<file path="src/logic/regf_pkg.sv">
// ---------------------------
// Register file read path definitions
// Sizes and arbitration periods
// Element ids, read request and side information
// ---------------------------
package regf_pkg;

  // ---------------------------
  // Geometry
  // ---------------------------
  localparam int REGF_REG_NB          = 16;
  localparam int REGF_REGID_W         = 4;
  // Offset REGF_WORD_PER_RAM itself selects the body word
  localparam int REGF_WORD_PER_RAM    = 4;
  localparam int REGF_BLWE_WORD_CNT_W = 3;
  localparam int REGF_RAM_WORD_ADD_W  = 6;
  localparam int REGF_MASK_RAM_DEPTH  = REGF_REG_NB * REGF_WORD_PER_RAM;
  localparam int REGF_DATA_W          = 16;

  // ---------------------------
  // Arbitration
  // ---------------------------
  localparam int PE_NB = 3;

  // Minimum cycles between two selections of one element
  localparam int PEA_PERIOD = 4;
  localparam int PEM_PERIOD = 4;
  localparam int PEP_PERIOD = 1;

  // Counter holds period minus one
  localparam int PE_PERIOD_CNT_W = 2;
  localparam int PE_PERIOD [PE_NB] = '{PEA_PERIOD, PEM_PERIOD, PEP_PERIOD};

  // ---------------------------
  // Types
  // ---------------------------
  typedef logic [REGF_REGID_W-1:0]         reg_id_t;
  typedef logic [REGF_BLWE_WORD_CNT_W-1:0] word_cnt_t;
  typedef logic [REGF_RAM_WORD_ADD_W-1:0]  mask_add_t;
  typedef logic [REGF_DATA_W-1:0]          data_t;
  typedef logic [PE_PERIOD_CNT_W-1:0]      period_cnt_t;

  // Priority order, ALU highest
  typedef enum logic [1:0] {
    PE_ALU = 2'd0,
    PE_MEM = 2'd1,
    PE_PBS = 2'd2
  } pe_id_e;

  typedef struct packed {
    reg_id_t   reg_id;
    reg_id_t   reg_id_1;
    logic      do_2_read;
    word_cnt_t start_word;
    word_cnt_t word_nb_m1;
  } regf_rd_req_t;

  typedef struct packed {
    pe_id_e pe_id;
    logic   last_mask;
    logic   last_word;
  } regf_side_t;

endpackage

</file>
<file path="src/logic/regf_ram_rd_if.sv">
// ---------------------------
// Read command from the arbiter to the RAM bank
// One mask or body read per cycle, no back-pressure
// ---------------------------
`timescale 1ns/1ps

interface regf_ram_rd_if;

  logic                  mask_en;
  regf_pkg::mask_add_t   mask_add;
  logic                  body_en;
  regf_pkg::reg_id_t     body_add;
  // Travels with the read down to the output
  regf_pkg::regf_side_t  side;

  modport src (
    output mask_en,
    output mask_add,
    output body_en,
    output body_add,
    output side
  );

  modport dst (
    input mask_en,
    input mask_add,
    input body_en,
    input body_add,
    input side
  );

endinterface

</file>
<file path="src/logic/regf_req_buffer.sv">
// ---------------------------
// Two-entry valid/ready queue
// Holds one element's read requests
// ---------------------------
`timescale 1ns/1ps

module regf_req_buffer (
  input  logic                   clk,
  input  logic                   s_rst_n,

  input  logic                   in_vld,
  output logic                   in_rdy,
  input  regf_pkg::regf_rd_req_t in_req,

  output logic                   out_vld,
  input  logic                   out_rdy,
  output regf_pkg::regf_rd_req_t out_req
);

  // Entry 0 is the head
  logic                   ent0_vld;
  logic                   ent1_vld;
  regf_pkg::regf_rd_req_t ent0_req;
  regf_pkg::regf_rd_req_t ent1_req;

  logic push;
  logic pop;
  logic ent0_load;

  // Ready shown against a pending request while an entry is free
  assign in_rdy  = in_vld & ~ent1_vld;
  assign out_vld = ent0_vld;
  assign out_req = ent0_req;

  assign push      = in_vld & in_rdy;
  assign pop       = ent0_vld & out_rdy;
  assign ent0_load = pop | ~ent0_vld;

  always_ff @(posedge clk) begin
    if (!s_rst_n) begin
      ent0_vld <= 1'b0;
      ent1_vld <= 1'b0;
    end else begin
      if (push && !pop) begin
        if (ent0_vld) begin
          ent1_vld <= 1'b1;
        end else begin
          ent0_vld <= 1'b1;
        end
      end else if (pop && !push) begin
        // Second entry moves up
        ent0_vld <= ent1_vld;
        ent1_vld <= 1'b0;
      end
    end
  end

  always_ff @(posedge clk) begin
    if (ent0_load) begin
      ent0_req <= ent1_vld ? ent1_req : in_req;
    end
    if (push && !ent0_load) begin
      ent1_req <= in_req;
    end
  end

endmodule

</file>
<file path="src/logic/regf_read_arbiter.sv">
// ---------------------------
// Read arbiter for the three elements
// Period limited fixed priority selection
// Word address build and read command register
// ---------------------------
`timescale 1ns/1ps

module regf_read_arbiter (
  input  logic                                          clk,
  input  logic                                          s_rst_n,

  input  logic [regf_pkg::PE_NB-1:0]                    req_vld,
  output logic [regf_pkg::PE_NB-1:0]                    req_rdy,
  input  regf_pkg::regf_rd_req_t [regf_pkg::PE_NB-1:0]  req,

  regf_ram_rd_if.src                                    rd
);

  // ---------------------------
  // s0 selection
  // ---------------------------
  regf_pkg::period_cnt_t [regf_pkg::PE_NB-1:0] s0_period_cnt;
  regf_pkg::period_cnt_t [regf_pkg::PE_NB-1:0] s0_period_cnt_d;
  regf_pkg::word_cnt_t [regf_pkg::PE_NB-1:0]   s0_word_cnt;
  regf_pkg::word_cnt_t [regf_pkg::PE_NB-1:0]   s0_word_cnt_d;
  // Pending read from reg_id_1
  logic [regf_pkg::PE_NB-1:0]                  s0_second;
  logic [regf_pkg::PE_NB-1:0]                  s0_second_d;

  logic [regf_pkg::PE_NB-1:0] s0_eligible;
  logic [regf_pkg::PE_NB-1:0] s0_sel_first;
  logic [regf_pkg::PE_NB-1:0] s0_sel;
  logic [regf_pkg::PE_NB-1:0] s0_last_word;
  logic [regf_pkg::PE_NB-1:0] s0_inc_word;

  always_ff @(posedge clk) begin
    if (!s_rst_n) begin
      s0_period_cnt <= '0;
      s0_word_cnt   <= '0;
      s0_second     <= '0;
    end else begin
      s0_period_cnt <= s0_period_cnt_d;
      s0_word_cnt   <= s0_word_cnt_d;
      s0_second     <= s0_second_d;
    end
  end

  always_comb begin
    for (int p = 0; p < regf_pkg::PE_NB; p++) begin
      s0_eligible[p] = req_vld[p] & (s0_period_cnt[p] == '0);
    end
  end

  // Lowest id wins, a pending second read takes the whole cycle
  always_comb begin : prio_sel
    logic taken;
    taken = |s0_second;
    for (int p = 0; p < regf_pkg::PE_NB; p++) begin
      s0_sel_first[p] = s0_eligible[p] & ~taken;
      taken           = taken | s0_eligible[p];
    end
  end

  assign s0_sel = s0_sel_first | s0_second;

  always_comb begin
    for (int p = 0; p < regf_pkg::PE_NB; p++) begin
      s0_last_word[p] = (s0_word_cnt[p] == req[p].word_nb_m1);
      // A pair only advances after its reg_id_1 read
      s0_inc_word[p]  = (s0_sel_first[p] & ~req[p].do_2_read) | s0_second[p];
      s0_second_d[p]  = s0_sel_first[p] & req[p].do_2_read;

      if (s0_sel_first[p]) begin
        s0_period_cnt_d[p] = regf_pkg::period_cnt_t'(regf_pkg::PE_PERIOD[p] - 1);
      end else if (s0_period_cnt[p] != '0) begin
        s0_period_cnt_d[p] = s0_period_cnt[p] - 1'b1;
      end else begin
        s0_period_cnt_d[p] = s0_period_cnt[p];
      end

      if (s0_inc_word[p]) begin
        s0_word_cnt_d[p] = s0_last_word[p] ? '0 : s0_word_cnt[p] + 1'b1;
      end else begin
        s0_word_cnt_d[p] = s0_word_cnt[p];
      end

      // Buffer released with the final read
      req_rdy[p] = s0_inc_word[p] & s0_last_word[p];
    end
  end

  // Selected request towards s1
  regf_pkg::regf_rd_req_t s0_sel_req;
  regf_pkg::word_cnt_t    s0_sel_word;
  regf_pkg::pe_id_e       s0_sel_pe;
  logic                   s0_avail;
  logic                   s0_read_2nd;
  logic                   s0_read_last;

  assign s0_avail     = |s0_sel;
  assign s0_read_2nd  = |s0_second;
  assign s0_read_last = |req_rdy;

  always_comb begin
    s0_sel_req  = '0;
    s0_sel_word = '0;
    s0_sel_pe   = regf_pkg::PE_ALU;
    for (int p = 0; p < regf_pkg::PE_NB; p++) begin
      if (s0_sel[p]) begin
        s0_sel_req  = req[p];
        s0_sel_word = s0_word_cnt[p];
        s0_sel_pe   = regf_pkg::pe_id_e'(p);
      end
    end
  end

  // ---------------------------
  // s1 address build
  // ---------------------------
  logic                   s1_avail;
  regf_pkg::regf_rd_req_t s1_req;
  regf_pkg::word_cnt_t    s1_word;
  regf_pkg::pe_id_e       s1_pe;
  logic                   s1_read_2nd;
  logic                   s1_read_last;

  always_ff @(posedge clk) begin
    if (!s_rst_n) begin
      s1_avail <= 1'b0;
    end else begin
      s1_avail <= s0_avail;
    end
  end

  always_ff @(posedge clk) begin
    s1_req       <= s0_sel_req;
    s1_word      <= s0_sel_word;
    s1_pe        <= s0_sel_pe;
    s1_read_2nd  <= s0_read_2nd;
    s1_read_last <= s0_read_last;
  end

  regf_pkg::reg_id_t    s1_reg_id;
  regf_pkg::word_cnt_t  s1_word_ofs;
  regf_pkg::mask_add_t  s1_mask_add;
  logic                 s1_is_body;
  regf_pkg::regf_side_t s1_side;

  assign s1_reg_id   = s1_read_2nd ? s1_req.reg_id_1 : s1_req.reg_id;
  assign s1_word_ofs = s1_req.start_word + s1_word;
  assign s1_is_body  = (s1_word_ofs == regf_pkg::REGF_WORD_PER_RAM);
  // Four mask words per register
  assign s1_mask_add = regf_pkg::mask_add_t'(s1_reg_id * regf_pkg::REGF_WORD_PER_RAM
                                             + s1_word_ofs);

  assign s1_side.pe_id     = s1_pe;
  assign s1_side.last_mask = (s1_word_ofs == regf_pkg::REGF_WORD_PER_RAM - 1);
  assign s1_side.last_word = s1_read_last;

  // ---------------------------
  // s2 command register
  // ---------------------------
  always_ff @(posedge clk) begin
    if (!s_rst_n) begin
      rd.mask_en <= 1'b0;
      rd.body_en <= 1'b0;
    end else begin
      rd.mask_en <= s1_avail & ~s1_is_body;
      rd.body_en <= s1_avail & s1_is_body;
    end
  end

  always_ff @(posedge clk) begin
    rd.mask_add <= s1_mask_add;
    rd.body_add <= s1_reg_id;
    rd.side     <= s1_side;
  end

endmodule

</file>
<file path="src/logic/regf_ram_bank.sv">
// ---------------------------
// Mask RAM and body RAM
// Write port, registered read, tagged output
// ---------------------------
`timescale 1ns/1ps

module regf_ram_bank (
  input  logic                 clk,
  input  logic                 s_rst_n,

  regf_ram_rd_if.dst           rd,

  input  logic                 wr_en,
  input  logic                 wr_is_body,
  input  regf_pkg::reg_id_t    wr_reg_id,
  input  regf_pkg::word_cnt_t  wr_word,
  input  regf_pkg::data_t      wr_data,

  output logic                 out_vld,
  output regf_pkg::data_t      out_data,
  output regf_pkg::regf_side_t out_side
);

  regf_pkg::data_t     mask_ram [regf_pkg::REGF_MASK_RAM_DEPTH];
  regf_pkg::data_t     body_ram [regf_pkg::REGF_REG_NB];
  regf_pkg::mask_add_t wr_mask_add;

  // ---------------------------
  // Write port
  // ---------------------------
  assign wr_mask_add = regf_pkg::mask_add_t'(wr_reg_id * regf_pkg::REGF_WORD_PER_RAM
                                             + wr_word);

  always_ff @(posedge clk) begin
    if (wr_en && !wr_is_body) begin
      mask_ram[wr_mask_add] <= wr_data;
    end
  end

  always_ff @(posedge clk) begin
    if (wr_en && wr_is_body) begin
      body_ram[wr_reg_id] <= wr_data;
    end
  end

  // ---------------------------
  // Read
  // ---------------------------
  // At most one enable per cycle
  always_ff @(posedge clk) begin
    if (rd.mask_en) begin
      out_data <= mask_ram[rd.mask_add];
    end else if (rd.body_en) begin
      out_data <= body_ram[rd.body_add];
    end
    out_side <= rd.side;
  end

  always_ff @(posedge clk) begin
    if (!s_rst_n) begin
      out_vld <= 1'b0;
    end else begin
      out_vld <= rd.mask_en | rd.body_en;
    end
  end

endmodule

</file>
<file path="src/logic/regf_read_top.sv">
// ---------------------------
// Register file read path top
// Three request buffers, arbiter, RAM bank
// ---------------------------
`timescale 1ns/1ps

module regf_read_top (
  input  logic                   clk,
  input  logic                   s_rst_n,

  // ALU requests
  input  logic                   alu_req_vld,
  output logic                   alu_req_rdy,
  input  regf_pkg::regf_rd_req_t alu_req,

  // MEM requests
  input  logic                   mem_req_vld,
  output logic                   mem_req_rdy,
  input  regf_pkg::regf_rd_req_t mem_req,

  // PBS requests
  input  logic                   pbs_req_vld,
  output logic                   pbs_req_rdy,
  input  regf_pkg::regf_rd_req_t pbs_req,

  // Write port
  input  logic                   wr_en,
  input  logic                   wr_is_body,
  input  regf_pkg::reg_id_t      wr_reg_id,
  input  regf_pkg::word_cnt_t    wr_word,
  input  regf_pkg::data_t        wr_data,

  // Read data
  output logic                   out_vld,
  output regf_pkg::data_t        out_data,
  output regf_pkg::pe_id_e       out_pe_id,
  output logic                   out_last_mask,
  output logic                   out_last_word
);

  logic [regf_pkg::PE_NB-1:0]                   buf_vld;
  logic [regf_pkg::PE_NB-1:0]                   buf_rdy;
  regf_pkg::regf_rd_req_t [regf_pkg::PE_NB-1:0] buf_req;
  regf_pkg::regf_side_t                         bank_side;

  regf_ram_rd_if rd_if ();

  // ---------------------------
  // Request buffers
  // ---------------------------
  regf_req_buffer alu_buf (
    .clk     (clk),
    .s_rst_n (s_rst_n),
    .in_vld  (alu_req_vld),
    .in_rdy  (alu_req_rdy),
    .in_req  (alu_req),
    .out_vld (buf_vld[regf_pkg::PE_ALU]),
    .out_rdy (buf_rdy[regf_pkg::PE_ALU]),
    .out_req (buf_req[regf_pkg::PE_ALU])
  );

  regf_req_buffer mem_buf (
    .clk     (clk),
    .s_rst_n (s_rst_n),
    .in_vld  (mem_req_vld),
    .in_rdy  (mem_req_rdy),
    .in_req  (mem_req),
    .out_vld (buf_vld[regf_pkg::PE_MEM]),
    .out_rdy (buf_rdy[regf_pkg::PE_MEM]),
    .out_req (buf_req[regf_pkg::PE_MEM])
  );

  regf_req_buffer pbs_buf (
    .clk     (clk),
    .s_rst_n (s_rst_n),
    .in_vld  (pbs_req_vld),
    .in_rdy  (pbs_req_rdy),
    .in_req  (pbs_req),
    .out_vld (buf_vld[regf_pkg::PE_PBS]),
    .out_rdy (buf_rdy[regf_pkg::PE_PBS]),
    .out_req (buf_req[regf_pkg::PE_PBS])
  );

  // ---------------------------
  // Arbiter and RAMs
  // ---------------------------
  regf_read_arbiter arb (
    .clk     (clk),
    .s_rst_n (s_rst_n),
    .req_vld (buf_vld),
    .req_rdy (buf_rdy),
    .req     (buf_req),
    .rd      (rd_if.src)
  );

  regf_ram_bank bank (
    .clk        (clk),
    .s_rst_n    (s_rst_n),
    .rd         (rd_if.dst),
    .wr_en      (wr_en),
    .wr_is_body (wr_is_body),
    .wr_reg_id  (wr_reg_id),
    .wr_word    (wr_word),
    .wr_data    (wr_data),
    .out_vld    (out_vld),
    .out_data   (out_data),
    .out_side   (bank_side)
  );

  assign out_pe_id     = bank_side.pe_id;
  assign out_last_mask = bank_side.last_mask;
  assign out_last_word = bank_side.last_word;

endmodule

</file>
<file path="config.mk">
export PLATFORM = sky130hd
export DESIGN_NAME = regf_read_top
export DESIGN_NICKNAME = d
export VERILOG_FILES = /design/src/logic/regf_pkg.sv /design/src/logic/regf_ram_rd_if.sv /design/src/logic/regf_req_buffer.sv /design/src/logic/regf_read_arbiter.sv /design/src/logic/regf_ram_bank.sv /design/src/logic/regf_read_top.sv
export SDC_FILE = /design/constraint.sdc
export NUM_CORES = 1
export LEC_CHECK = 0
export BUFFER_PORTS_ARGS = -buffer_cell sky130_fd_sc_hd__buf_4
export CAP_MARGIN = 20
export CELL_PAD_IN_SITES_DETAIL_PLACEMENT = 0
export CELL_PAD_IN_SITES_GLOBAL_PLACEMENT = 1
export CORE_MARGIN = 2
export CORE_UTILIZATION = 40
export CTS_CLUSTER_SIZE = 12
export DETAILED_ROUTE_END_ITERATION = 8
export GPL_TIMING_DRIVEN = 0
export PLACE_DENSITY = 0.61
export SYNTH_ARGS = -nofsm -noshare
export SYNTH_HDL_FRONTEND = slang
export SYNTH_HIERARCHICAL = 1
export SYNTH_SLANG_ARGS = --single-unit
</file>
<file path="constraint.sdc">
create_clock -name clk -period 4.1 [get_ports clk]
set_input_delay 0.82 -clock clk [delete_from_list [all_inputs] [get_ports clk]]
set_output_delay 0.82 -clock clk [all_outputs]
set_load 0.05 [all_outputs]
</file>
==> impl_metrics.py <==
metrics = {
    "timing": {
        "clock_skew_ns": 0.0290,
        "finalHoldViolCount": 0,
        "setup_violations": 0,
        "worstMarginPinSlew_ns": 1.19,
        "finalCriticalPeriod_ns": 3.71,
        "min_period_over_period_pct": 90.6,
        "fin_max_slew_vios": 0,
        "finalWorstSetupSlack_ns": 0.386,
        "max_freq_mhz": 269,
        "unrepaired_setup_endpoints_after_global_routing": "false",
        "timing.slew.headroom_pct": 20.7,
    },
    "setup_path": {
        "end_kind": "flip-flop",
        "required_ns": 4.56,
        "critical_path.max_fanout": 10,
        "critPathLaunch": "arb/rd.mask_add[0]$_DFF_P_",
        "critical_path.startpoint_type": "flip-flop",
        "reg2reg_from": "arb/rd.mask_add[0]$_DFF_P_",
        "crit_arrival_ns": 4.17,
        "critPathKind": "flip-flop to flip-flop",
    },
    "worst_hold_path": {
        "min-delay-path-class": "input port to flip-flop",
        "hold_start": "pbs_req[14]",
    },
    "floorplan": {
        "initial_core_util_pct": 40.4,
        "ios": 99,
        "die_area_sq_um": 144000,
        "core_area_sq_um": 140000,
        "dieWidth_microns": 380,
        "die-height_microns": 380,
        "fp-row-count": 137,
    },
    "clock_network": {
        "postCtsResizedCells": 0,
        "tritoncts.num_buffers": 154,
        "cts.root.buffer_cell": "clkbuf_16",
        "ctsHoldBuffers": 0,
        "clock_transition_at_the_registers_of_the_reported_paths_ns": 0.05,
        "cts_tree": "done",
        "cts_htree_levels": 4,
        "clk-insertion-delay-late_ns": 0.80,
        "cts_num_sinks": 1450,
        "setup_fix_bufs_post_cts": 0,
        "clock_tree.buffer_depth": 3,
    },
    "yosys": {
        "synth.distinct_cells": 56,
        "netlist.top_cell.by_area": "edfxtp_1",
        "synthesis.area_per_instance_sq_um": 19.8,
        "ys.flop_type": "edfxtp_1",
        "syn-num-nets": 2942,
        "synth-edff-count": 1386,
        "synth.top_cell.area_share_pct": 73.6,
        "synthesis_warnings": 6,
        "portion_of_the_post_synthesis_area_used_by_sequential_elements_pct": 75.9,
        "synthTopCellsByArea": "edfxtp_1, mux4_2, mux2i_1",
        "syn_area_sq_um": 56500,
        "netlist_instances": 2849,
        "synth.ff_latch_count": 1450,
        "async_flop_share_pct": 0,
    },
    "detailed_routing": {
        "via_count": 28048,
        "drt_drc_violations_left": 0,
        "firstDrtPassIters": 6,
        "drt_antenna_net_count": 0,
        "via_per_inst": 5.44,
        "drt_iter0_markers": 2340,
        "route.final.wire_length_mm": 144,
        "routed_wire_length_per_instance_microns": 27.8,
    },
    "outcome": {
        "run_status": "complete, no violations",
    },
    "cells_and_area": {
        "final_cells": 5156,
        "layout-area-overhead-vs-synth_pct": 15.6,
        "diodes": 0,
        "nNetsFinal": 3265,
        "drive_above_1_share_pct": 23.6,
    },
    "power": {
        "power.density_nw_per_um2": 625,
        "vdd_ir_drop_max_v": 0.000445,
        "p_leak_nw": 21.5,
    },
    "placement": {
        "dp_worst_setup_slack_ns": 0.152,
        "port_buffers": 96,
        "dp.final_hpwl_mm": 94.1,
        "numPlacedInstances": 4890,
        "place.gp.congestion": 0.853,
    },
    "grt": {
        "global_route.overflow_total": 0,
        "grt_start_max_net_pins": 81,
        "grt_usage_pct": 19.7,
        "grt_pass1_vias": 28803,
        "grt_first_pass_wirelength_mm": 202,
        "number_of_antenna_violations_at_the_first_check_in_global_routing": 10,
    },
    "flow_run": {
        "max-cap-violations": 0,
    },
}
[per-stage QoR]
step	power (mW)	utilization (%)	setup TNS [ns]	hold WS, ns	cell area [sq um]
after global routing	42.3	46.7	0	0.181	65300
after CTS	41.2	46.7	0	0.164	65300
after global placement	28.1	42.6	-12.28	0.322	59600
after detailed placement	28.2	43.4	0	0.316	60600
after floorplan	24.0	-	0	0.310	56500
final	40.8	46.7	0	0.226	65300
[critical path, stage by stage (launching register included)]
cell and delay, ns:
dfxtp_1 0.30, buf_2 0.32, buf_6 0.28, nor2b_1 0.14, buf_2 0.34, buf_1 0.59
a22oi_1 0.24, nand2_1 0.13, o21ai_0 0.22, nor2_1 0.52, o221ai_2 0.28
[cell usage in the layout, fill, tap and decap left out, types with 45 or more instances in the layout]
cell type | synthesis | final
nor2_2 | 1 | 53
buf_2 | 63 | 63
nand2_1 | 63 | 63
mux4_2 | 163 | 163
clkbuf_1 | 35 | 79
nor2_1 | 156 | 104
buf_4 | 15 | 120
a22oi_1 | 142 | 142
clkbuf_16 | 0 | 155
mux2i_1 | 289 | 289
mux4_1 | 45 | 45
nand3_1 | 47 | 47
edfxtp_1 | 1386 | 1386
dfxtp_1 | 64 | 64
[cells by family after synthesis]
kind of cell,Yosys count,share of synthesized area [%]
adder cells (fa/ha/maj),18,0.412
multiplexers,562,15.2
flip-flops,1450,75.9
buffers and inverters,185,1.80
AND/OR/NAND/NOR,327,2.56
XOR/XNOR,21,0.325
AO/OA/AOI/OAI,286,3.81
[Yosys cell counts (5+ instances only)]
cell type  count
a211oi_1      16
a21oi_1       34
a22oi_1      142
and2_1         6
buf_1         13
buf_2         63
buf_4         15
buf_6         15
clkbuf_1      35
clkinv_1      16
dfxtp_1       64
edfxtp_1    1386
ha_1          17
inv_1         22
mux2_2        38
mux2_4        27
mux2i_1      289
mux4_1        45
mux4_2       163
nand2_1       63
nand2b_1      16
nand3_1       47
nor2_1       156
nor2b_1       10
nor3_1         5
o21ai_0       36
o221ai_1      16
o221ai_2      16
or3_1          5
xnor2_1       15
xor2_1         6
[state kept, by name (all words and copies together) (netlist names), 3 cells and up]
| register | cells |
|---|---|
| bank/body_ram | 256 |
| arb/s0_period_cnt | 6 |
| mem_buf/ent1_req | 15 |
| mem_buf/out_req | 15 |
| alu_buf/ent1_req | 15 |
| pbs_buf/out_req | 15 |
| bank/mask_ram | 1024 |
| bank/out_side | 4 |
| arb/s0_word_cnt | 9 |
| alu_buf/out_req | 15 |
| arb/rd.side | 4 |
| arb/s0_second | 3 |
| arb/s1_req | 11 |
| arb/rd.body_add | 4 |
| arb/rd.mask_add | 6 |
| bank/out_data | 16 |
| arb/s1_word | 3 |
| pbs_buf/ent1_req | 15 |
[routing by layer]
metal	vias up	part of all wire [%]	global-route usage, %	wire length, microns
li1	12279	-	-	-
met1	14583	41	25.5	59000
met2	935	48	32.1	69100
met3	241	7.4	5.18	10600
met4	10	3.4	7.16	4830
met5	-	0.038	0	55
[power breakdown]
| part | internal, mW | switching (mW) |
|---|---|---|
| sequential | 16.7 | 0.192 |
| clock | 7.37 | 5.61 |
| combinational | 4.15 | 6.85 |
| total | 28.2 | 12.6 |
[worst paths after layout]
| check | endpoint | slack [ns] | cells after the start |
|---|---|---|---|
| setup / recovery | bank/out_data[11]$_DFFE_PP_ | 0.39 | 10 |
| hold / removal | pbs_buf/ent1_req[14]$_DFFE_PP_ | 0.23 | 1 |
| setup reg to reg | bank/out_data[11]$_DFFE_PP_ | 0.39 | 10 |
| hold reg to reg | bank/out_side[2]$_DFF_P_ | 0.33 | 0 |
[area by class of cell]
class / count / area (sq um)
fill: 11715 / 74500
sequential: 1450 / 42900
multi-input combinational: 1214 / 12700
clock buffer: 207 / 4150
tap: 1876 / 2350
timing repair buffer: 167 / 1680
buffer: 147 / 877
clock inverter: 57 / 485
inverter: 38 / 143
No activity file was read; power rests on OpenSTA's default activity.
